--- src/common/noc_macros.svh ---
`ifndef NOC_MACROS_SVH
`define NOC_MACROS_SVH

// Flit and header geometry
`define NOC_FLIT_W      32
`define NOC_COORD_W     2   // Mesh of up to 4 x 4
`define NOC_LEN_W       3   // Payload flits after the header

// Router shape
`define NOC_PORTS       5
`define NOC_CHANNELS    10  // Two planes per port

// Input buffering
`define NOC_FIFO_DEPTH  16

// Position after reset
`define NOC_DEF_X       1
`define NOC_DEF_Y       1

`endif

--- src/router/router_cfg.sv ---
`timescale 1ns/1ns
`default_nettype none

`include "noc_macros.svh"

module router_cfg (
    input  wire logic                    clk,
    input  wire logic                    arst_n_i,
    input  wire logic                    cfg_we_i,
    input  wire logic [`NOC_COORD_W-1:0] cfg_x_i,
    input  wire logic [`NOC_COORD_W-1:0] cfg_y_i,
    input  wire logic [1:0]              cfg_plane_en_i,
    output logic [`NOC_COORD_W-1:0]      router_x_o,
    output logic [`NOC_COORD_W-1:0]      router_y_o,
    output logic [1:0]                   plane_en_o
);

    // Bit 0 enables requests, bit 1 responses
    always_ff @(posedge clk or negedge arst_n_i) begin
        if (!arst_n_i) begin
            router_x_o <= `NOC_COORD_W'(`NOC_DEF_X);
            router_y_o <= `NOC_COORD_W'(`NOC_DEF_Y);
            plane_en_o <= 2'b11;
        end else if (cfg_we_i) begin
            router_x_o <= cfg_x_i;
            router_y_o <= cfg_y_i;
            plane_en_o <= cfg_plane_en_i;
        end
    end

endmodule

`default_nettype wire

--- config.mk ---
export PLATFORM = sky130hd
export DESIGN_NAME = router_cfg
export DESIGN_NICKNAME = d
export VERILOG_FILES = /design/src/router/router_cfg.sv
export VERILOG_INCLUDE_DIRS = /design/src /design/src/common
export SDC_FILE = /design/constraint.sdc
export NUM_CORES = 1
export LEC_CHECK = 0
export ABC_AREA = 1
export BUFFER_PORTS_ARGS = -buffer_cell sky130_fd_sc_hd__buf_4
export CAP_MARGIN = 25
export CORE_AREA = 3 3 40 42
export CTS_CLUSTER_SIZE = 28
export DETAILED_ROUTE_END_ITERATION = 8
export DIE_AREA = 0 0 43 45
export GPL_TIMING_DRIVEN = 0
export SLEW_MARGIN = 20
export SYNTH_ARGS = -nofsm -noshare
export SYNTH_HDL_FRONTEND = slang
export SYNTH_SLANG_ARGS = --single-unit
--- constraint.sdc ---
create_clock -name clk -period 1.65 [get_ports clk]
set_clock_uncertainty 0.05 [all_clocks]
set_input_delay 0.0825 -clock clk [delete_from_list [all_inputs] [get_ports clk]]
set_output_delay 0.0825 -clock clk [all_outputs]
set_load 0.01 [all_outputs]
==> reports/qor.csv <==
metric,value,unit
tritoncts,done,
grt_pass1_wl,841,um
rows,13,
antenna_found_initial,0,
drtAntennaViolNets,0,
synth-adder-area-share,0,%
syn_area,226.5,um2
arrival,0.88,ns
instances_no_fill,65,
htree_levels,1,
synthTopCellsByArea,"dfstp_2 46%, nand2_1 30%, dfrtp_1 22%",
cp_top_family,flip-flops,
grt-busiest-layer,met2,
cts_buffers,3,
die_area,1935,um2
gr-total-overflow,0,
hpwlAfterDp,410.7,um
seq_area_frac_synth,68.51,%
clk_pin_slew,0.05,ns
crit_type,flip-flop to output pin,
clock_latency,0.24,ns
worst_slew_pin_slew,0.09314,ns
routed_wirelength,582,um
cts.sinks,6,
synth_area_leader_cell,dfstp_2,
max_freq,984.9,MHz
whs,0.02942,ns
grt_pass1_vias,211,
grt_max_degree,8,
finalMaxSlewViolations,0,
crit_path_max_incr_delay,0.52,ns
ctsResizeCount,0,
syn_area_per_cell,9.059,um2
synthSimpleGateAreaFrac,29.83,%
drt-vias-per-instance,3.738,
layout_commonest_cell,nand2_1,
power_leakage,0.2350,nW
coreArea,1285,um2
die_w,43,um
yosysUniqueCellTypes,4,
fillCellCount,144,
die_h,45,um
max_cap_viol_count,0,
grt_setup_unrepaired,false,
drive_gt1_share,44.00,%
fin_nets,60,
drt_iter0_drc,1,
area_growth,97.24,%
final-seq-area,155.1,um2
final_cell_mix,"18 x nand2_1, 14 x buf_4, 7 x dlygate4sd3_1",
synth-compound-area-share,0,%
setup_viol,0,
synth_top_area_share,46.41,%
post_drt_wl_per_cell,8.954,um
route.detailed.drc,0,
clockBufferDepth,2,
setup.worst_path.end_class,output pin,
period_minus_slack,1.015,ns
ys_seq_elements,6,
root_buffer,clkbuf_4,
antenna_cells,0,
muxShareOfSynthArea,0,%
syn_nets,34,
ios,15,
cp-start-kind,flip-flop,
syn_inst,25,
cp.required,1.52,ns
synth_xor_area_share,0,%
synth_top_family_by_area,simple AND/OR/NAND/NOR gates,
fin_crit_sh,61.54,%
start_util,17.62,%
p_per_area,887.0,nW/um2
multi_input_area,67.56,um2
peakVddDrop,0.4231,mV
met2_usage,8.982,%
status,"finished, final reports clean",
dpl-instance-area,350.3,um2
met3_usage,7.968,%
io_buffers,14,
hold_class,primary input to flip-flop,
vias,243,
path_cells,buf_4,
crit_fanout,2,
dp_cells,54,
path_buf_inv,1,
slew_headroom,93.78,%
stdcell_area,446.7,um2
final.setup.tns,0,ns
grtUsageTotal,6.801,%
postCtsSetupRepairBufs,0,
use_met1,6.173,%
slowest_stage,dfstp_2,
ys.warnings.count,0,
place_congestion,0.6038,
firstDrtPassIters,2,
hold_viol_final,0,
==> per-layer routing <==
metal / routed length (um) / part of all wire (%)
met4: 0 / 0
met5: 0 / 0
met2: 286 / 49
met3: 84 / 14
met1: 211 / 36
==> logic make-up (layout without fill, tap and decap cells) <==
group / after synthesis / count (layout)
DFF: 6 / 6
and+or+nand+nor: 18 / 18
buffers and inverters: 1 / 26
==> state kept, by name, summed over array words and instances, names as in the netlist <==
| name | cells |
|---|---|
| router_y_o | 2 |
| router_x_o | 2 |
| plane_en_o | 2 |
==> synthesized netlist by cell type (all sizes together) <==
cell / count
inv: 1
dfrtp: 2
nand2: 18
dfstp: 4
==> where the power goes <==
group	switching, mW	internal, mW
logic	0.0296	0.0445
clock network	0.0563	0.0918
registers	0.00682	0.167
total	0.0928	0.303
==> worst paths after layout <==
| check | depth (start not counted) | from | slack (ns) | to |
|---|---|---|---|---|
| worst max-delay path | 1 | router_y_o[0]$_DFFE_PN1P_ | 0.63 | router_y_o[0] |
| worst min-delay path | 3 | cfg_we_i | 0.03 | router_y_o[0]$_DFFE_PN1P_ |
| worst max register to register | 2 | plane_en_o[0]$_DFFE_PN1P_ | 0.91 | plane_en_o[0]$_DFFE_PN1P_ |
| worst min register to register | 2 | router_x_o[0]$_DFFE_PN1P_ | 0.41 | router_x_o[0]$_DFFE_PN1P_ |
| max in group asynchronous | 2 | arst_n_i | 1.22 | plane_en_o[0]$_DFFE_PN1P_ |
| min in group asynchronous | 2 | arst_n_i | 0.13 | router_y_o[1]$_DFFE_PN0P_ |
==> per-stage QoR <==
step                      power [mW]  setup WS (ns)  util, %
final                         0.3962         0.6346    34.76
after global routing          0.4270         0.5913    34.76
after CTS                     0.4068         0.6183    34.76
after detailed placement      0.2386         0.8913    27.26
after global placement        0.2369         0.8983    27.26
after floorplan               0.1959         0.9120        -
==> timing repair <==
action	4_1_cts	5_1_grt
hold buffers	7	0
endpoints found under the hold margin	12	0
setup endpoints to repair	0	0
==> area by class of cell <==
class	count	area share, %
repair buffers	21	39.22
flip-flops and latches	6	34.73
multi-input cells	18	15.13
clock buffers	4	5.882
well taps	15	4.202
inverters	1	0.8403
(Power assumes the default switching activity.)
