===== config.mk =====
export PLATFORM = sky130hd
export DESIGN_NAME = stream_fifo
export DESIGN_NICKNAME = d
export VERILOG_FILES = /design/src/common/noc_pkg.sv /design/src/hw/stream_fifo.sv
export VERILOG_INCLUDE_DIRS = /design/src /design/src/common
export SDC_FILE = /design/constraint.sdc
export NUM_CORES = 1
export LEC_CHECK = 0
export BUFFER_PORTS_ARGS = -buffer_cell sky130_fd_sc_hd__clkbuf_2
export CAP_MARGIN = 40
export CORE_ASPECT_RATIO = 1.5
export CORE_MARGIN = 8
export CORE_UTILIZATION = 50
export DETAILED_ROUTE_END_ITERATION = 12
export PLACE_DENSITY = 0.73
export SKIP_LAST_GASP = 1
export SLEW_MARGIN = 20
export SYNTH_ARGS = -nofsm -noshare
export SYNTH_HDL_FRONTEND = slang
export SYNTH_SLANG_ARGS = --single-unit

===== constraint.sdc =====
create_clock -name clk -period 7.58 [get_ports clk]
set_input_delay 0 -clock clk [delete_from_list [all_inputs] [get_ports clk]]
set_output_delay 0 -clock clk [all_outputs]
set_load 0.01 [all_outputs]

===== src/common/noc_macros.svh =====
`ifndef NOC_MACROS_SVH
`define NOC_MACROS_SVH

// Flit and header geometry
`define NOC_FLIT_W      32
`define NOC_COORD_W     2   // Mesh of up to 4 x 4
`define NOC_LEN_W       3   // Payload flits after the header

// Router shape
`define NOC_PORTS       5
`define NOC_CHANNELS    10  // Two planes per port

// Input buffering
`define NOC_FIFO_DEPTH  16

// Position after reset
`define NOC_DEF_X       1
`define NOC_DEF_Y       1

`endif


===== src/common/noc_pkg.sv =====
`default_nettype none

`include "noc_macros.svh"

package noc_pkg;

    // First flit of every packet
    typedef struct packed {
        logic [`NOC_COORD_W-1:0] dest_x;
        logic [`NOC_COORD_W-1:0] dest_y;
        logic [`NOC_LEN_W-1:0]   len;      // 0 to 4 payload flits
        logic [2:0]              src_port;
        logic [7:0]              seq;
        logic [13:0]             tag;      // Free for software use
    } noc_header_t;

    // Header on the first flit, raw payload on the rest
    typedef union packed {
        noc_header_t            hdr;
        logic [`NOC_FLIT_W-1:0] data;
    } noc_flit_t;

    typedef enum logic [2:0] {
        PORT_LOCAL = 3'd0,
        PORT_NORTH = 3'd1,
        PORT_EAST  = 3'd2,
        PORT_SOUTH = 3'd3,
        PORT_WEST  = 3'd4
    } noc_port_e;

endpackage

`default_nettype wire


===== src/hw/stream_fifo.sv =====
`timescale 1ns/1ns
`default_nettype none

`include "noc_macros.svh"

module stream_fifo #(
    parameter int DEPTH = `NOC_FIFO_DEPTH
) (
    input  wire logic               clk,
    input  wire logic               arst_n_i,
    input  wire noc_pkg::noc_flit_t wr_data_i,
    input  wire logic               wr_valid_i,
    output logic                    wr_ready_o,
    output noc_pkg::noc_flit_t      rd_data_o,
    output logic                    rd_valid_o,
    input  wire logic               rd_ready_i
);

    localparam int PTR_W = $clog2(DEPTH);
    localparam int CNT_W = $clog2(DEPTH + 1);

    noc_pkg::noc_flit_t mem [DEPTH];
    logic [PTR_W-1:0]   wr_ptr_q;
    logic [PTR_W-1:0]   rd_ptr_q;
    logic [CNT_W-1:0]   count_q;
    logic               do_wr;
    logic               do_rd;

    assign wr_ready_o = (count_q != CNT_W'(DEPTH));
    assign rd_valid_o = (count_q != '0);
    assign rd_data_o  = mem[rd_ptr_q];  // Head sits at the read pointer
    assign do_wr      = wr_valid_i & wr_ready_o;
    assign do_rd      = rd_valid_o & rd_ready_i;

    always_ff @(posedge clk) begin
        if (do_wr) begin
            mem[wr_ptr_q] <= wr_data_i;
        end
    end

    always_ff @(posedge clk or negedge arst_n_i) begin
        if (!arst_n_i) begin
            wr_ptr_q <= '0;
            rd_ptr_q <= '0;
            count_q  <= '0;
        end else begin
            if (do_wr) begin
                wr_ptr_q <= (wr_ptr_q == PTR_W'(DEPTH - 1)) ? '0 : wr_ptr_q + 1'b1;
            end
            if (do_rd) begin
                rd_ptr_q <= (rd_ptr_q == PTR_W'(DEPTH - 1)) ? '0 : rd_ptr_q + 1'b1;
            end
            if (do_wr && !do_rd) begin
                count_q <= count_q + 1'b1;
            end else if (do_rd && !do_wr) begin
                count_q <= count_q - 1'b1;
            end
        end
    end

    // A write into a full buffer would land on the head
    a_head_stable: assert property (@(posedge clk) disable iff (!arst_n_i)
        (rd_valid_o && !rd_ready_i) |=> (rd_valid_o && $stable(rd_data_o)));

    a_count_matches: assert property (@(posedge clk) disable iff (!arst_n_i)
        ((int'(wr_ptr_q) - int'(rd_ptr_q) - int'(count_q)) % DEPTH) == 0);

endmodule

`default_nettype wire


==> metrics.txt <==
clk root buf=clkbuf_16; Mapped Area=0.0201 sq mm; Synth cell types=35; Hold Path Class=in -> reg; crit path time final=3240 ps; syn avg cell area=22.7 sq um; Worst VDD drop=0.229 mV; Clock Tree Buf Depth=3; Clock transition at path regs=70 ps; post-route cell area=0.0231 sq mm; GR Util All Layers=18.0%; Top Ports=70; H-tree level count=2; site row count=90; FF-to-FF Start=count_q[1]; Routed wire per std cell=26.8 um; Critical Path Source Type=register; die height=261 um; headroom to the max-slew limit=49.7%; Clock Latency Late Sink=550 ps; largest net degree at the start of global routing=51; CP Max Fanout=25; layout cells sized above 1=28.8%; Worst setup endpoint=rd_data_o[24]; sequential-to-total area share from yosys stat=78.2%; Synthesized Nets=932; fin crit share=42.8%; post-DP HPWL=23.8 mm; Leak=7.44 nW; Via-to-Cell Ratio=6.04; f_max=308 MHz; RR Endpoint=count_q[4]; post-route clock skew=13.3 ps; Post-synth EDFFs=512; Final nets=1066; first-pass GRT wire length=63.7 mm; final antenna-violating net count=0; Post-DP Area=0.0213 sq mm; CTS Buf Count=46; port buffer count=69; CTS tree=built; ys async rst share=2.48%; Worst R2R Path Depth=9; Power Dens Cells=361 mW/mm^2; vias in the first global route=10.3k; worst endpoint required time=7580 ps; final count of hold timing violations=0; Syn Inst Count=886; Starting Density=50.2%; primary flip-flop cell chosen by synthesis mapping=edfxtp_1; status=finished clean; WL final=41.9 mm; DRC viols=0; gp weighted congestion=0.710; Overflow after GRT=0; Setup-failing EPs final=0; yosys warns=0; unrepaired setup endpoints after global routing=no; Area Growth Syn to Fin=15.1%; Slew Viols, Final=0; DRT Pass-1 Iters=5; Worst Tran Pin Value=752 ps; Vias=9442; Max Cap Viol=0; Core Region=0.0400 sq mm; CP Class=reg -> out; crit path from=rd_ptr_q[0]; FF+latch count, synth=525; CTS sink cnt=525; Initial DRC Count=853; initial antenna violation count=1; Worst Path Arrival=3240 ps; setup TNS=0 ps; Die ar.=0.0470 sq mm; reg2reg setup slack=4570 ps; Die X-Extent=180 um; Critical Path Sink Type=output port
per-stage QoR:
stage          utilization [%]  hold slack (ps)  instances  worst slack, ps  power, mW
2_1_floorplan                -             -296        886             3890       5.35
3_3_place_gp              52.4            -74.5       1427             4170       6.01
3_5_place_dp              53.3            -76.5       1441             4620       6.18
4_1_cts                   57.7              370       1562             4240       8.43
5_1_grt                   57.8              427       1564             4100       8.70
6_report                  57.8              408       1564             4340       8.34
area by class of cell:
class                      instances  area, sq um
timing repair buffer             135         1190
multi-input combinational        307         4130
fill                            2713        16900
inverter                           5         18.8
tap                              506          633
sequential                       525        15700
clock inverter                    23          171
antenna                            1         2.50
clock buffer                      62         1260
flip-flops by register name (all words and copies together), names as in the netlist:
register and flops:
count_q 5, mem 512, wr_ptr_q 4, rd_ptr_q 4
what timing repair did:
action                                 4_1_cts  5_1_grt
hold buffers                                36        0
endpoints found under the hold margin      530        0
buffers inserted                             0        0
gates resized for setup                      0        0
worst min-delay path by stage:
stage / start / to / slack [ps] / cells past startpoint
2_1_floorplan: arst_n_i / count_q[0] / -300 / 0
3_3_place_gp: arst_n_i / count_q[3] / -70 / 1
3_5_place_dp: arst_n_i / count_q[4] / -80 / 1
4_1_cts: wr_data_i[15] / mem[10][15] / 370 / 2
5_1_grt: wr_data_i[5] / mem[8][5] / 430 / 2
6_report: wr_data_i[14] / mem[6][14] / 410 / 2
report_power, final:
part	leakage, nW	internal, mW	switching (mW)
Clock	0.711	1.24	0.996
Combinational	1.96	1.13	1.29
Sequential	4.78	3.48	0.201
critical path, stage by stage (launching register included):
cell	delay, ps
dfrtp_4	730
buf_4	550
buf_12	290
mux4_2	550
o22ai_1	250
nor2_1	140
clkbuf_2	150
metal layers:
layer / global-route usage, % / share of wire [%]
met4: 5.59 / 2.3
met1: 21.9 / 38
met5: 0 / 0
met2: 32.9 / 54
met3: 2.47 / 5.7
cell families after synthesis:
logic type,synth area share [%]
adder cells (fa/ha/maj),0.660
XOR/XNOR,0.218
buffers and inverters,1.87
multiplexers,14.9
AND/OR/NAND/NOR,1.67
flip-flops,78.2
AO/OA/AOI/OAI,2.55
cells in the final DEF (no fill, tap or decap), drive strengths merged, types with 5 or more instances in the layout:
cell	instances
inv	7
edfxtp	512
o22ai	64
ha	9
dlygate4sd3	36
nor3	8
nor2	45
clkinv	19
o21ai	5
buf	30
nand2b	5
nand2	15
dfrtp	13
mux4	128
clkbuf	131
synth_stat cells (2+ instances only):
cell type  count  area (sq um)
nor2_1        45           169
mux4_2       112          2520
nand2_1       15          56.3
clkbuf_1      13          48.8
mux2_2         3          33.8
buf_12         6           120
nor3_1         8          40.0
a21o_1         3          22.5
xnor2_1        4          35.0
edfxtp_1     512         15400
buf_1          4          15.0
ha_1           9           113
buf_6          4          45.0
buf_2         15          75.1
a21oi_1        2          10.0
mux4_1        16           420
o21ai_0        5          25.0
o22ai_1       64           400
a22o_1         2          17.5
buf_4          5          37.5
nand3_1        4          20.0
inv_1          5          18.8
clkbuf_4       2          15.0
dfrtp_1       13           325
nand2b_1       5          31.3
Note: power is estimated with default switching activity, not from simulation.
