==> config.mk <==
export PLATFORM = sky130hd
export DESIGN_NAME = xy_route
export DESIGN_NICKNAME = d
export VERILOG_FILES = /design/src/common/noc_pkg.sv /design/src/router/xy_route.sv
export VERILOG_INCLUDE_DIRS = /design/src /design/src/common
export SDC_FILE = /design/constraint.sdc
export NUM_CORES = 1
export LEC_CHECK = 0
export ABC_AREA = 1
export BUFFER_PORTS_ARGS = -buffer_cell sky130_fd_sc_hd__buf_2
export CAP_MARGIN = 5
export CORE_AREA = 2 2 81 83
export DETAILED_ROUTE_END_ITERATION = 10
export DIE_AREA = 0 0 83 85
export GPL_ROUTABILITY_DRIVEN = 0
export PLACE_DENSITY_LB_ADDON = 0.05
export SETUP_SLACK_MARGIN = 0.3
export SLEW_MARGIN = 5
export SYNTH_ARGS = -nofsm -noshare
export SYNTH_HDL_FRONTEND = slang
export SYNTH_SLANG_ARGS = --single-unit
==> constraint.sdc <==
create_clock -name clk -period 2.2 [get_ports clk]
set_input_delay 0.44 -clock clk [delete_from_list [all_inputs] [get_ports clk]]
set_output_delay 0.44 -clock clk [all_outputs]
set_load 0.005 [all_outputs]
==> src/common/noc_macros.svh <==
`ifndef NOC_MACROS_SVH
`define NOC_MACROS_SVH

// Flit and header geometry
`define NOC_FLIT_W      32
`define NOC_COORD_W     2   // Mesh of up to 4 x 4
`define NOC_LEN_W       3   // Payload flits after the header

// Router shape
`define NOC_PORTS       5
`define NOC_CHANNELS    10  // Two planes per port

// Input buffering
`define NOC_FIFO_DEPTH  16

// Position after reset
`define NOC_DEF_X       1
`define NOC_DEF_Y       1

`endif

==> src/common/noc_pkg.sv <==
`default_nettype none

`include "noc_macros.svh"

package noc_pkg;

    // First flit of every packet
    typedef struct packed {
        logic [`NOC_COORD_W-1:0] dest_x;
        logic [`NOC_COORD_W-1:0] dest_y;
        logic [`NOC_LEN_W-1:0]   len;      // 0 to 4 payload flits
        logic [2:0]              src_port;
        logic [7:0]              seq;
        logic [13:0]             tag;      // Free for software use
    } noc_header_t;

    // Header on the first flit, raw payload on the rest
    typedef union packed {
        noc_header_t            hdr;
        logic [`NOC_FLIT_W-1:0] data;
    } noc_flit_t;

    typedef enum logic [2:0] {
        PORT_LOCAL = 3'd0,
        PORT_NORTH = 3'd1,
        PORT_EAST  = 3'd2,
        PORT_SOUTH = 3'd3,
        PORT_WEST  = 3'd4
    } noc_port_e;

endpackage

`default_nettype wire

==> src/router/xy_route.sv <==
`timescale 1ns/1ns
`default_nettype none

`include "noc_macros.svh"

module xy_route (
    input  wire logic                                 clk,
    input  wire logic                                 arst_n_i,
    input  wire logic [`NOC_COORD_W-1:0]              router_x_i,
    input  wire logic [`NOC_COORD_W-1:0]              router_y_i,
    input  wire noc_pkg::noc_flit_t                   pkt_data_i,
    input  wire logic                                 pkt_valid_i,
    output logic                                      pkt_ready_o,
    input  wire logic                                 pkt_first_i,
    output noc_pkg::noc_flit_t [`NOC_PORTS-1:0]       out_data_o,
    output logic [`NOC_PORTS-1:0]                     out_valid_o,
    input  wire logic [`NOC_PORTS-1:0]                out_ready_i
);

    noc_pkg::noc_header_t hdr;
    noc_pkg::noc_port_e   route_port;
    noc_pkg::noc_port_e   port_q;
    noc_pkg::noc_port_e   sel_port;

    assign hdr = pkt_data_i.hdr;

    // X first, then Y
    always_comb begin
        if (hdr.dest_x > router_x_i) begin
            route_port = noc_pkg::PORT_EAST;
        end else if (hdr.dest_x < router_x_i) begin
            route_port = noc_pkg::PORT_WEST;
        end else if (hdr.dest_y > router_y_i) begin
            route_port = noc_pkg::PORT_NORTH;
        end else if (hdr.dest_y < router_y_i) begin
            route_port = noc_pkg::PORT_SOUTH;
        end else begin
            route_port = noc_pkg::PORT_LOCAL;
        end
    end

    assign sel_port    = pkt_first_i ? route_port : port_q;
    assign pkt_ready_o = out_ready_i[sel_port];
    assign out_data_o  = {`NOC_PORTS{pkt_data_i}};  // Valid picks the real receiver

    always_comb begin
        out_valid_o           = '0;
        out_valid_o[sel_port] = pkt_valid_i;
    end

    always_ff @(posedge clk or negedge arst_n_i) begin
        if (!arst_n_i) begin
            port_q <= noc_pkg::PORT_LOCAL;
        end else if (pkt_valid_i && pkt_ready_o && pkt_first_i) begin
            port_q <= route_port;  // Held for the payload flits
        end
    end

    // A stalled flit keeps its port and its data until it is taken
    a_stall_stable: assert property (@(posedge clk) disable iff (!arst_n_i)
        (|(out_valid_o & ~out_ready_i)) |=> ($stable(out_valid_o) && $stable(out_data_o)));

endmodule

`default_nettype wire

==> impl_results.rst <==
.. list-table::
   :header-rows: 1

   * - Metric
     - Value
   * - Hold violation total from the final report
     - 0
   * - Final wirelength
     - 2.76 mm
   * - Most repeated cell in the gate-level netlist after synthesis
     - sky130_fd_sc_hd__buf_4
   * - Antenna Nets Post-Route
     - 0
   * - Post-synth EDFFs
     - 0
   * - Worst setup timing slack at the placement stage
     - -27.2 ps
   * - Achievable frequency
     - 467 MHz
   * - Largest register by flop count
     - port_q
   * - Netlist cell types
     - 20
   * - Core Region
     - approximately 6200 sq um
   * - Initial antenna violation count
     - 0
   * - Total clock buffers created by CTS
     - 3
   * - Run status
     - completed
   * - Number of buffers added to fix hold violations after cts
     - 0
   * - CTS tree
     - built
   * - Worst flop-to-flop path startpoint
     - port_q[1]
   * - Clock period minus worst slack
     - around 2100 ps
   * - Antenna fix cells
     - 0
   * - Wire length of the first global-routing pass
     - roughly 4.3 mm
   * - Die Span Y
     - 85 um
   * - Unrepaired setup endpoints after global routing
     - true
   * - Setup violators final
     - 0
   * - Count of buffers inserted at the top-level ports
     - 42
   * - WP data arrival
     - 1700 ps
   * - Setup slack of the critical path after layout
     - ~60 ps
   * - Total routing resource utilization after global routing
     - 0.0741
   * - Syn-to-layout area delta
     - -32.7%
   * - Residual DRC count
     - 0
   * - Required @ worst endpoint
     - 1760 ps
   * - Sequential area share after synthesis
     - 0.0447
   * - Via count of the first global-routing pass
     - about 790
   * - Final Max Tran Viols
     - 0
   * - Post-route cell area
     - 1130 sq um
   * - Count of warnings emitted by yosys
     - 0
   * - Clock latency at the later pin of the worst-skew pair
     - 210 ps
   * - Number of top-level pins
     - 211
   * - Nature of the critical path startpoint
     - input pin
   * - Worst relative slew slack
     - 0.812
   * - Via Count
     - 726
   * - Post-Synthesis Net Count
     - between 200 and 300
   * - Share of async-settable or async-resettable flops after synthesis
     - 1.00
   * - Number of filler cells placed in the layout
     - just over 700
   * - Biggest regs
     - port_q (3)
   * - Fraction of final layout cells with drive strength greater than 1
     - 0.780
   * - Number of flip-flops under the largest register name
     - 3
   * - Instance area at placement
     - a little under 900 sq um
   * - Cell type with the largest total area after synthesis
     - sky130_fd_sc_hd__buf_4
   * - Fin crit share
     - 0.973
   * - Maximum count of clock buffers along a single path
     - 2
   * - Footprint of the flip-flops and latches
     - 75.1 sq um
   * - CP bufs+invs
     - 2
   * - Number of DRC violations after detailed-routing iteration 0
     - 10
   * - Post-layout nets
     - around 180
   * - Leading post-synthesis cells by instance count
     - sky130_fd_sc_hd__buf_4, sky130_fd_sc_hd__nand2_1, sky130_fd_sc_hd__inv_1, sky130_fd_sc_hd__nand2_2, sky130_fd_sc_hd__nand3_1
   * - Crit-path cells
     - buf_6 -> ha_4 -> nand2_4 -> a21oi_4 -> nand3_4 -> nand2_8 -> nand2_4 -> nand3_2 -> nand2_2 -> nor2_4 -> buf_2
   * - Initial standard-cell utilization of the core
     - 0.271
   * - Portion of synthesized cell area occupied by the leading cell type
     - 0.715
   * - First drt pass iteration count
     - 2
   * - Row cnt
     - 29
   * - Critical path startpoint
     - pkt_data_i[31]
   * - Crit-path max FO
     - 5
   * - Synthesized area per cell
     - 7.21 sq um
   * - Die W
     - just over 80 um
   * - DP Wirelength
     - 2.42 mm
   * - CTS Sinks
     - 3
   * - Kind of path behind the tightest hold check
     - in -> async
   * - Total grt overflow
     - 0
   * - Gate Count Post-Synth
     - approximately 230
   * - CTS H-tree depth
     - 1
   * - Max-cap viol count
     - 0
   * - Worst-margin pin slew
     - approximately 280 ps
   * - Clk slew on worst S/H paths
     - 30 ps
   * - Netlist area before placement
     - 1680 sq um
   * - Leakage power of the design
     - 0.559 nW
   * - Post-synthesis sequential element count
     - 3
   * - Pin count of the biggest net entering global routing
     - 6
   * - Max Clock Skew
     - 0.468 ps
   * - Power Density
     - 576 nW/um^2
   * - Cell at the root of the clock tree
     - sky130_fd_sc_hd__clkbuf_8
   * - Area of the multi-input gates
     - roughly 530 sq um
   * - Cell repeated most along the worst path
     - sky130_fd_sc_hd__nand2_4
   * - Die ar.
     - 7060 sq um
   * - Routed wire length per instance
     - 13.5 um
   * - Standard cell with the maximum stage delay on the critical path
     - sky130_fd_sc_hd__ha_4
   * - Crit Path Category
     - in -> out
   * - Family with the most delay on the worst path
     - simple AND/OR/NAND/NOR gates
   * - Worst IR Drop VDD
     - 0.394 mV
   * - Delay of the slowest cell on the worst path
     - ~280 ps
   * - Category of the worst setup path capture point
     - output port
   * - Leading register cell type out of synthesis
     - sky130_fd_sc_hd__dfrtp_1
   * - Vias per inst
     - 3.56
   * - Dominant cells by area after synthesis
     - sky130_fd_sc_hd__buf_4, sky130_fd_sc_hd__dfrtp_1, sky130_fd_sc_hd__nand2_1
## final timing paths
| kind | slack, ps | to | depth (start not counted) |
|---|---|---|---|
| worst max-delay path | 60 | pkt_ready_o | 11 |
| worst min-delay path | 20 | port_q[2] | 1 |
| worst max register to register | 780 | port_q[2] | 9 |
| worst min register to register | 520 | port_q[0] | 2 |
| max in group asynchronous | 2080 | port_q[1] | 1 |
| min in group clk | 520 | port_q[0] | 2 |
## cell families after synthesis
kind of cell / Yosys count / share of synthesized area
compound gates: 5 / 0.0283
fa+ha+maj: 4 / 0.0298
buf+inv: 178 / 0.756
flops: 3 / 0.0447
simple gates: 43 / 0.142
## placed cells by master (no fill, tap or decap)
| master | instances |
|---|---|
| sky130_fd_sc_hd__ha_4 | 4 |
| sky130_fd_sc_hd__and2_1 | 1 |
| sky130_fd_sc_hd__buf_8 | 1 |
| sky130_fd_sc_hd__o21ai_4 | 2 |
| sky130_fd_sc_hd__nand2_1 | 10 |
| sky130_fd_sc_hd__nand3_1 | 5 |
| sky130_fd_sc_hd__nand3_2 | 3 |
| sky130_fd_sc_hd__nor3_2 | 4 |
| sky130_fd_sc_hd__nor2_4 | 2 |
| sky130_fd_sc_hd__inv_4 | 4 |
| sky130_fd_sc_hd__buf_2 | 37 |
| sky130_fd_sc_hd__inv_1 | 5 |
| sky130_fd_sc_hd__clkbuf_8 | 3 |
| sky130_fd_sc_hd__a21oi_1 | 1 |
| sky130_fd_sc_hd__nand2_8 | 1 |
| sky130_fd_sc_hd__nand4_1 | 1 |
| sky130_fd_sc_hd__dfrtp_1 | 3 |
| sky130_fd_sc_hd__buf_4 | 8 |
| sky130_fd_sc_hd__clkinv_1 | 1 |
| sky130_fd_sc_hd__nand2_2 | 5 |
| sky130_fd_sc_hd__inv_2 | 8 |
| sky130_fd_sc_hd__buf_6 | 4 |
| sky130_fd_sc_hd__clkbuf_1 | 1 |
| sky130_fd_sc_hd__nand2_4 | 8 |
| sky130_fd_sc_hd__nor3_4 | 1 |
| sky130_fd_sc_hd__nand3_4 | 2 |
| sky130_fd_sc_hd__a21oi_4 | 2 |
## per-stage QoR
stage                     hold slack, ps  total power, W  utilization  std cells  TNS [ps]
after floorplan                      144        0.000505            -        233         0
after global placement               242        0.000412        0.140        199     -96.8
after detailed placement             243        0.000409        0.140        199     -55.7
after CTS                           14.9        0.000635        0.171        204         0
after global routing                15.3        0.000705        0.182        204     -16.2
final                               15.8        0.000651        0.182        204         0
## worst register-to-register path: cells and delay by family, from the launching register on
| kind | cells | cell delay, ps |
|---|---|---|
| AND/OR/NAND/NOR | 8 | 800 |
| flip-flops | 1 | 380 |
| buffers and inverters | 1 | 130 |
## repair_timing
action,4_1_cts,5_1_grt
buffers inserted,1,0
gates cloned,0,0
setup endpoints to repair,6,6
resized for setup,28,17
pin swaps,19,6
## power breakdown
group | switching (W) | internal, W | leakage (nW)
clock | 0.0000355 | 0.000123 | 0.0228
combinational | 0.000222 | 0.000173 | 0.497
sequential | 0.0000179 | 0.0000787 | 0.0386
## per-layer routing
layer / track usage / wire (um)
met5: 0 / 0
met4: 0.0596 / 142
met3: 0.0340 / 363
met2: 0.112 / 1250
met1: 0.0797 / 1010
## area by class of cell
type / instances / area share
multi-input combinational: 52 / 0.470
timing repair buffer: 50 / 0.270
tap: 77 / 0.0853
inverter: 18 / 0.0687
sequential: 3 / 0.0664
clock buffer: 4 / 0.0399
Power figures use the tool's default switching activity.
