--- src/common/noc_macros.svh ---
`ifndef NOC_MACROS_SVH
`define NOC_MACROS_SVH

// Flit and header geometry
`define NOC_FLIT_W      32
`define NOC_COORD_W     2   // Mesh of up to 4 x 4
`define NOC_LEN_W       3   // Payload flits after the header

// Router shape
`define NOC_PORTS       5
`define NOC_CHANNELS    10  // Two planes per port

// Input buffering
`define NOC_FIFO_DEPTH  16

// Position after reset
`define NOC_DEF_X       1
`define NOC_DEF_Y       1

`endif

--- src/common/noc_pkg.sv ---
`default_nettype none

`include "noc_macros.svh"

package noc_pkg;

    // First flit of every packet
    typedef struct packed {
        logic [`NOC_COORD_W-1:0] dest_x;
        logic [`NOC_COORD_W-1:0] dest_y;
        logic [`NOC_LEN_W-1:0]   len;      // 0 to 4 payload flits
        logic [2:0]              src_port;
        logic [7:0]              seq;
        logic [13:0]             tag;      // Free for software use
    } noc_header_t;

    // Header on the first flit, raw payload on the rest
    typedef union packed {
        noc_header_t            hdr;
        logic [`NOC_FLIT_W-1:0] data;
    } noc_flit_t;

    typedef enum logic [2:0] {
        PORT_LOCAL = 3'd0,
        PORT_NORTH = 3'd1,
        PORT_EAST  = 3'd2,
        PORT_SOUTH = 3'd3,
        PORT_WEST  = 3'd4
    } noc_port_e;

endpackage

`default_nettype wire

--- src/router/packet_arbiter.sv ---
`timescale 1ns/1ns
`default_nettype none

`include "noc_macros.svh"

module packet_arbiter (
    input  wire logic                                 clk,
    input  wire logic                                 arst_n_i,
    input  wire logic                                 plane_en_i,
    input  wire noc_pkg::noc_flit_t [`NOC_PORTS-1:0]  q_data_i,
    input  wire logic [`NOC_PORTS-1:0]                q_valid_i,
    output logic [`NOC_PORTS-1:0]                     q_ready_o,
    output noc_pkg::noc_flit_t                        pkt_data_o,
    output logic                                      pkt_valid_o,
    input  wire logic                                 pkt_ready_i,
    output logic                                      pkt_first_o
);

    localparam int IDX_W = $clog2(`NOC_PORTS);

    logic                  busy_q;
    logic                  first_q;
    logic [IDX_W-1:0]      grant_q;
    logic [IDX_W-1:0]      rr_ptr_q;
    logic [`NOC_LEN_W-1:0] remain_q;
    logic [IDX_W-1:0]      grant_next;
    logic                  pick_found;
    logic [IDX_W-1:0]      pick_idx;
    logic                  xfer;
    logic                  last_flit;
    noc_pkg::noc_flit_t    head;

    // Search starts at the pointer, lowest offset wins
    always_comb begin : rr_pick
        int cand;
        pick_found = 1'b0;
        pick_idx   = '0;
        for (int k = `NOC_PORTS - 1; k >= 0; k--) begin
            cand = (int'(rr_ptr_q) + k) % `NOC_PORTS;
            if (q_valid_i[cand]) begin
                pick_found = 1'b1;
                pick_idx   = IDX_W'(cand);
            end
        end
    end

    assign grant_next  = (grant_q == IDX_W'(`NOC_PORTS - 1)) ? '0 : grant_q + 1'b1;
    assign head        = q_data_i[grant_q];
    assign pkt_data_o  = head;
    assign pkt_valid_o = busy_q & q_valid_i[grant_q];
    assign pkt_first_o = busy_q & first_q;
    assign xfer        = pkt_valid_o & pkt_ready_i;
    assign last_flit   = first_q ? (head.hdr.len == '0) : (remain_q == `NOC_LEN_W'(1));

    always_comb begin
        q_ready_o = '0;
        if (busy_q) begin
            q_ready_o[grant_q] = pkt_ready_i;  // Only the granted queue sees ready
        end
    end

    always_ff @(posedge clk or negedge arst_n_i) begin
        if (!arst_n_i) begin
            busy_q   <= 1'b0;
            first_q  <= 1'b0;
            grant_q  <= '0;
            rr_ptr_q <= '0;
            remain_q <= '0;
        end else if (!busy_q) begin
            if (plane_en_i && pick_found) begin
                busy_q  <= 1'b1;
                first_q <= 1'b1;
                grant_q <= pick_idx;
            end
        end else if (xfer) begin
            first_q  <= 1'b0;
            remain_q <= first_q ? head.hdr.len : remain_q - 1'b1;
            if (last_flit) begin
                busy_q   <= 1'b0;
                rr_ptr_q <= grant_next;  // Next search begins past this winner
            end
        end
    end

    // A stalled flit stays on offer from the same queue
    a_stall_held: assert property (@(posedge clk) disable iff (!arst_n_i)
        (pkt_valid_o && !pkt_ready_i) |=>
            (pkt_valid_o && $stable(pkt_data_o) && $stable(pkt_first_o)));

    a_len_range: assert property (@(posedge clk) disable iff (!arst_n_i)
        (pkt_valid_o && pkt_first_o) |-> (pkt_data_o.hdr.len <= `NOC_LEN_W'(4)));

endmodule

`default_nettype wire

--- config.mk ---
export PLATFORM = sky130hd
export DESIGN_NAME = packet_arbiter
export DESIGN_NICKNAME = d
export VERILOG_FILES = /design/src/common/noc_pkg.sv /design/src/router/packet_arbiter.sv
export VERILOG_INCLUDE_DIRS = /design/src /design/src/common
export SDC_FILE = /design/constraint.sdc
export NUM_CORES = 1
export LEC_CHECK = 0
export ABC_AREA = 1
export CAP_MARGIN = 20
export CELL_PAD_IN_SITES_DETAIL_PLACEMENT = 0
export CELL_PAD_IN_SITES_GLOBAL_PLACEMENT = 1
export CORE_MARGIN = 5
export CORE_UTILIZATION = 40
export CTS_CLUSTER_DIAMETER = 200
export DETAILED_ROUTE_END_ITERATION = 6
export DONT_BUFFER_PORTS = 1
export PLACE_DENSITY = 0.89
export SKIP_LAST_GASP = 1
export SLEW_MARGIN = 10
export SYNTH_ARGS = -nofsm -noshare
export SYNTH_HDL_FRONTEND = slang
export SYNTH_SLANG_ARGS = --single-unit
--- constraint.sdc ---
create_clock -name clk -period 9.85 [get_ports clk]
set_clock_uncertainty 0.1 [all_clocks]
set_input_delay 1.97 -clock clk [delete_from_list [all_inputs] [get_ports clk]]
set_output_delay 1.97 -clock clk [all_outputs]
set_load 0.02 [all_outputs]
==> summary.txt, run 1 <==
Clock tree
  • Root Driver: clkbuf_8
  • Cts repair resizes: 0
  • CTS tree: built
  • Clock latency at the later pin of the worst-skew pair: 0.24 ns
  • Cts hold-fix bufs: 0
  • Max clock buf depth: 2
  • CTS H-Tree Depth: 1
  • Clock buffer count from CTS: 3
  • TritonCTS Sinks: 11
  • Clock-pin transition on the worst setup and hold timing paths: 0.05 ns
  • Setup bufs post-CTS: 0

Synthesis
  • Syn Nets: 729
  • Top cells by area, synth: nand2_1 15%, o21ai_0 12%, ha_1 10%
  • Synthesized area: 0.00308 mm2
  • Sequential share of the synthesized area: 8.95%
  • EDFF count, synth: 0
  • Ys flop type: dfrtp_1
  • Warnings from Yosys: 0
  • Mapped Cells: 534
  • Async SR Flop Fraction: 100%
  • Synth cell types: 41
  • Leading area contributor after synthesis: nand2_1
  • #FFs+latches synth: 11
  • Avg Inst Size Synth: 5.76 um2
  • Share of the synthesized area in the top cell type: 14.8%

Run
  • Number of max-cap violations: 0

Critical path
  • Slowest stage cell, crit path: o211ai_1
  • Worst Setup End Kind: primary output
  • Worst EP arrival: 2.76 ns
  • FF-to-FF Start: rr_ptr_q[0]$_DFFE_PN0P_
  • Crit Path Category: in -> out
  • CP top delay family: compound AO/OA/AOI/OAI gates
  • Top cell by count, worst path: inv_1
  • Worst-path cell chain: inv_1 > a21oi_1 > o21ai_0 > o211ai_1 > nand2_1 > inv_1
  • Critical Path Start: q_valid_i[1]
  • Startpoint class of the critical path: primary input
  • Critical path peak fanout: 6
  • Max incr delay on CP: 0.20 ns
  • CP Buf/Inv Count: 2
  • CP required: 7.78 ns

Drt
  • Drc violations: 0
  • Pre-antenna DRT Iters: 5
  • WL per Instance: 19.3 um
  • Routed Antenna Nets: 0
  • DRT Wirelength: 12100 um
  • Detailed-route via count: 3704
  • Via/cell ratio: 5.94
  • Iteration-0 DRC Markers: 259

Worst hold path
  • Hold Crit Start: remain_q[1]$_DFFE_PN0P_
  • Worst min-delay path category: reg -> reg

Global routing
  • First-pass GRT wire length: 18600 um
  • Grt ovf: 0
  • Initial antenna violation count: 7
  • Vias in the first global route: 3610
  • GRT Util Overall: 23.7%
  • Largest net degree at the start of global routing: 72

Place
  • Final GP Congestion: 0.978
  • Port bufs: 0
  • HPWL after DPL: 9900 um

Timing
  • Max Clk Rate: 207 MHz
  • Setup TNS: 0 ns
  • Tmin final: 4.83 ns
  • RSZ-0062 raised after global routing: no
  • Pin slew with the least headroom to its limit: 1.02 ns
  • Final Hold Vio Count: 0
  • Max-slew headroom: 31.6%
  • Period utilization: 49.0%
  • Slew Limit Fails: 0
  • Final setup fails: 0

Power
  • Power, Total: 1.55 mW
  • Leakage Power: 1.44 nW
  • Worst vdd ir: 0.308 mV
  • Pwr dens: 483 mW/mm2

Floorplan
  • # rows: 32
  • I/O Pins: 208
  • Die X-Extent: 97.7 um
  • DIE AREA: 0.00955 mm2
  • Initial core utilization: 40.4%
  • Die Y: 97.7 um
  • Core area: 0.00761 mm2

Final layout
  • Register area: 277 um2
  • Layout Area Growth over Synthesis: 4.68%
  • Multi-input gate area: 0.00251 mm2
  • Fin nets: 712
  • # fillers: 839
  • Share of layout cells above drive strength 1: 10.1%

Status
  • Run status: completed
through the flow:
stage	instances	setup slack, ns	area, um2	hold slack [ns]	utilization, %
floorplan	534	4.76	3080	0.353	-
global placement	612	5.00	3130	0.371	41.1
detailed placement	612	4.99	3130	0.399	41.1
CTS	616	4.82	3170	0.411	41.7
global route	624	4.92	3220	0.439	42.3
finish	624	5.02	3220	0.408	42.3
Yosys cell counts, types with 4 or more instances:
library cell / n
nor2_1: 80
nand2_1: 121
nor3_1: 6
a21oi_1: 12
o21ai_0: 74
xor2_1: 4
dfrtp_1: 11
o221ai_1: 30
o21ai_1: 8
nand2_2: 14
inv_1: 47
ha_1: 25
nand3_1: 32
o211ai_1: 5
nand3_2: 6
clkbuf_1: 22
worst min-delay path: stages (launching register included):
cell and delay (ns):
dfrtp_1 0.34, nand2_1 0.05, o21ai_0 0.07
layout make-up:
cell class,count,share of cell area (%)
multi-input cells,447,78.1
flip-flops and latches,11,8.59
inverters,49,5.71
well taps,102,3.96
repair buffers,5,1.79
clock buffers,4,1.40
diodes,6,0.466
registers in the layout (all words and copies together), names as in the netlist:
register	cells
rr_ptr_q	3
remain_q	3
grant_q	3
first_q	1
busy_q	1
placed cells by master, fill, tap and decap left out, types with 2 or more instances in the layout:
| master | instances |
|---|---|
| a21oi_1 | 12 |
| a22oi_1 | 3 |
| buf_4 | 3 |
| clkbuf_8 | 3 |
| dfrtp_1 | 10 |
| diode_2 | 6 |
| ha_1 | 25 |
| inv_1 | 46 |
| inv_2 | 3 |
| nand2_1 | 121 |
| nand2_2 | 14 |
| nand2_4 | 3 |
| nand3_1 | 32 |
| nand3_2 | 6 |
| nand3b_1 | 3 |
| nor2_1 | 79 |
| nor2_2 | 2 |
| nor3_1 | 5 |
| nor3_2 | 2 |
| o211ai_1 | 5 |
| o21ai_0 | 74 |
| o21ai_1 | 8 |
| o21ai_2 | 2 |
| o221ai_1 | 30 |
| or2_2 | 3 |
| xor2_1 | 4 |
report_power, final:
part	internal [mW]	total (mW)	switching, mW
clock network	0.0285	0.0460	0.0175
logic	0.432	1.39	0.960
registers	0.0655	0.117	0.0517
path summary, 6_finish.rpt:
check | endpoint | slack [ns] | depth (start not counted)
max in group asynchronous | grant_q[0]$_DFFE_PN0P_ | 8.25 | 0
min in group asynchronous | remain_q[0]$_DFFE_PN0P_ | 1.32 | 0
worst max-delay path | pkt_valid_o | 5.02 | 6
worst min-delay path | remain_q[1]$_DFFE_PN0P_ | 0.41 | 2
worst min register to register | remain_q[1]$_DFFE_PN0P_ | 0.41 | 2
worst max register to register | grant_q[2]$_DFFE_PN0P_ | 5.75 | 21
metal layers:
| layer | global-route usage (%) | part of all wire (%) | up-vias | wire (um) |
|---|---|---|---|---|
| li1 | - | - | 1787 | - |
| met1 | 28.6 | 39 | 1704 | 4700 |
| met2 | 41.2 | 52 | 190 | 6290 |
| met3 | 4.09 | 6.6 | 21 | 800 |
| met4 | 10.5 | 2.2 | 2 | 261 |
| met5 | 0 | 0.11 | - | 13 |
logic make-up after synthesis:
logic type      after synthesis  synth area share (%)
compound gates              140                  28.0
xor+xnor                      6                  2.56
fa+ha+maj                    26                  10.8
buf+inv                      76                  9.56
flops                        11                  8.95
simple gates                275                  40.1
(Power assumes the default switching activity.)
==> inputs of run 2 (changes only) <==
- CORE_UTILIZATION: 40 -> 37
- PLACE_DENSITY: 0.89 -> 0.87
- clock period: 9.85 -> 4 ns (I/O delays scaled with it)
==> run 2 against run 1 <==
  * Sequential cell count unchanged
  * Routed wire length shrank 4.1%
  * Final cell count increased by 1.1%
  * Sequential power rose by 85%
  * Critical endpoint is now grant_q[1]$_DFFE_PN0P_
  * Highest routed layer is now met4
==> summary.txt, run 2 (same netlist as run 1, synthesis figures left out) <==
Global routing
  • Vias in the first global route: 3527
  • Grt ovf: 0
  • GRT Util Overall: 20.6%
  • Initial antenna violation count: 2
  • First-pass GRT wire length: 17300 um
  • Largest net degree at the start of global routing: 72

Critical path
  • Worst-path cell chain: clkinvlp_4 > ha_1 > o21ai_1 > nand2_1 > xor2_1 > ha_1 > fa_1 > inv_1 > nor2_2 > nand2_2 > nand2_1 > nand2_1 > nand2_1 > o211ai_1 > nand2_1 > nand2_1 > nand2_1 > inv_1 > nand2_1 > nor2_1 > nand2_2 > nand3_4 > nand2_1 > a21boi_2
  • R2r worst-path depth: 24
  • Top cell by count, worst path: nand2_1
  • Worst Setup End Kind: flop
  • Reg2reg setup slack: 0.29 ns
  • Max incr delay on CP: 0.46 ns
  • Crit Path Category: reg -> reg
  • Worst EP arrival: 3.73 ns
  • CP Buf/Inv Count: 3
  • CP required: 4.02 ns
  • Startpoint class of the critical path: flop
  • CP top delay family: simple AND/OR/NAND/NOR gates
  • Crit Reg-Reg Endpoint: grant_q[1]$_DFFE_PN0P_
  • FF-to-FF Start: rr_ptr_q[1]$_DFFE_PN0P_
  • Slowest stage cell, crit path: dfrtp_2
  • Critical path peak fanout: 8

Final layout
  • Most frequent cells in the layout: 121 x nand2_1, 79 x nor2_1, 74 x o21ai_0
  • Most common cell after layout, fill and taps aside: nand2_1
  • Fin nets: 720
  • Layout Area Growth over Synthesis: 5.94%
  • Largest regs: grant_q: 3 flops, remain_q: 3 flops, rr_ptr_q: 3 flops
  • Share of layout cells above drive strength 1: 11.8%

Timing
  • Max-slew headroom: 30.5%
  • Final setup fails: 0
  • Final Hold Vio Count: 0
  • Slew Limit Fails: 0
  • Hold Slack: 0.150 ns
  • Period utilization: 92.7%
  • Pin slew with the least headroom to its limit: 1.04 ns
  • Max Clk Rate: 270 MHz
  • Setup TNS: 0 ns
  • Tmin final: 3.71 ns

Place
  • HPWL after DPL: 9430 um
  • Port bufs: 0
  • Final GP Congestion: 0.936

Clock tree
  • CTS H-Tree Depth: 1
  • Clock latency at the later pin of the worst-skew pair: 0.24 ns
  • Cts hold-fix bufs: 0
  • Root Driver: clkbuf_8
  • Clock buffer count from CTS: 3
  • Max clock buf depth: 2
  • CTS tree: built
  • TritonCTS Sinks: 11
  • Clock-pin transition on the worst setup and hold timing paths: 0.06 ns

Power
  • Worst vdd ir: 0.651 mV
  • Leakage Power: 1.47 nW
  • Pwr dens: 1160 mW/mm2

Floorplan
  • Initial core utilization: 37.6%
  • DIE AREA: 0.0102 mm2
  • Die Y: 101 um
  • Core area: 0.00818 mm2
  • I/O Pins: 208
  • # rows: 33
  • Die X-Extent: 101 um

Run
  • Number of max-cap violations: 0

Worst hold path
  • Worst min-delay path category: in -> async

Drt
  • Via/cell ratio: 5.84
  • Routed Antenna Nets: 0
  • Drc violations: 0
  • Iteration-0 DRC Markers: 189
  • WL per Instance: 18.3 um
  • Detailed-route via count: 3683
  • DRT Wirelength: 11600 um
  • Pre-antenna DRT Iters: 5

Status
  • Run status: completed
[run 2: cell count changes in the layout (fill, tap and decap cells not counted)]
cell | before | now
buf_4 | 3 | 13
diode_2 | 6 | 2
buf_12 | 1 | 0
buf_8 | 1 | 0
clkinvlp_4 | 0 | 1
dfrtp_1 | 10 | 9
dfrtp_2 | 1 | 2
inv_1 | 46 | 45
[run 2: timing repair]
| item | CTS | global route |
|---|---|---|
| gates resized for setup | 0 | 2 |
| setup buffers | 0 | 4 |
| hold endpoints to repair | 0 | 0 |
| setup endpoints to repair | 0 | 4 |
[run 2: worst max path at each step]
stage,depth (start not counted),slack [ns],startpoint,to
after global routing,24,-0.009,rr_ptr_q[1]$_DFFE_PN0P_,grant_q[1]$_DFFE_PN0P_
after floorplan,24,0.60,rr_ptr_q[1]$_DFFE_PN0P_,grant_q[1]$_DFFE_PN0P_
after CTS,24,0.20,rr_ptr_q[1]$_DFFE_PN0P_,grant_q[1]$_DFFE_PN0P_
final,24,0.29,rr_ptr_q[1]$_DFFE_PN0P_,grant_q[1]$_DFFE_PN0P_
after global placement,24,0.38,rr_ptr_q[1]$_DFFE_PN0P_,grant_q[1]$_DFFE_PN0P_
after detailed placement,24,0.22,rr_ptr_q[1]$_DFFE_PN0P_,grant_q[1]$_DFFE_PN0P_
[run 2: metrics by stage]
step                      instances  setup slack [ns]  power [mW]  util, %  cell area (um2)
after floorplan                 534             0.604        2.99        -             3080
final                           631             0.292        3.80     39.9             3260
after global placement          621             0.380        3.52     38.8             3170
after global routing            631          -0.00900        4.23     39.9             3260
after CTS                       625             0.198        3.75     39.4             3220
after detailed placement        621             0.219        3.62     38.8             3170
[run 2: layout make-up]
cell class,count,area (um2)
Inverter,49,188
Clock buffer,4,45.0
Fill cell,874,4920
Antenna cell,2,5.00
Multi-Input combinational cell,447,2510
Tap cell,105,131
Sequential cell,11,278
Timing Repair Buffer,13,97.6
[run 2: routing by layer]
metal | vias up | share of wire (%) | wire length (um) | GRT usage, %
met2 | 188 | 51 | 5870 | 35.1
met5 | - | 0 | 0 | 0
met1 | 1688 | 40 | 4630 | 27.0
met4 | 0 | 1.8 | 206 | 5.62
met3 | 15 | 7.3 | 845 | 3.37
li1 | 1792 | - | - | -
[run 2: report_power, final]
part	internal [mW]	switching, mW	total, mW
Combinational	1.08	2.38	3.46
Sequential	0.164	0.0522	0.216
Clock	0.0702	0.0446	0.115
Total	1.32	2.48	3.80
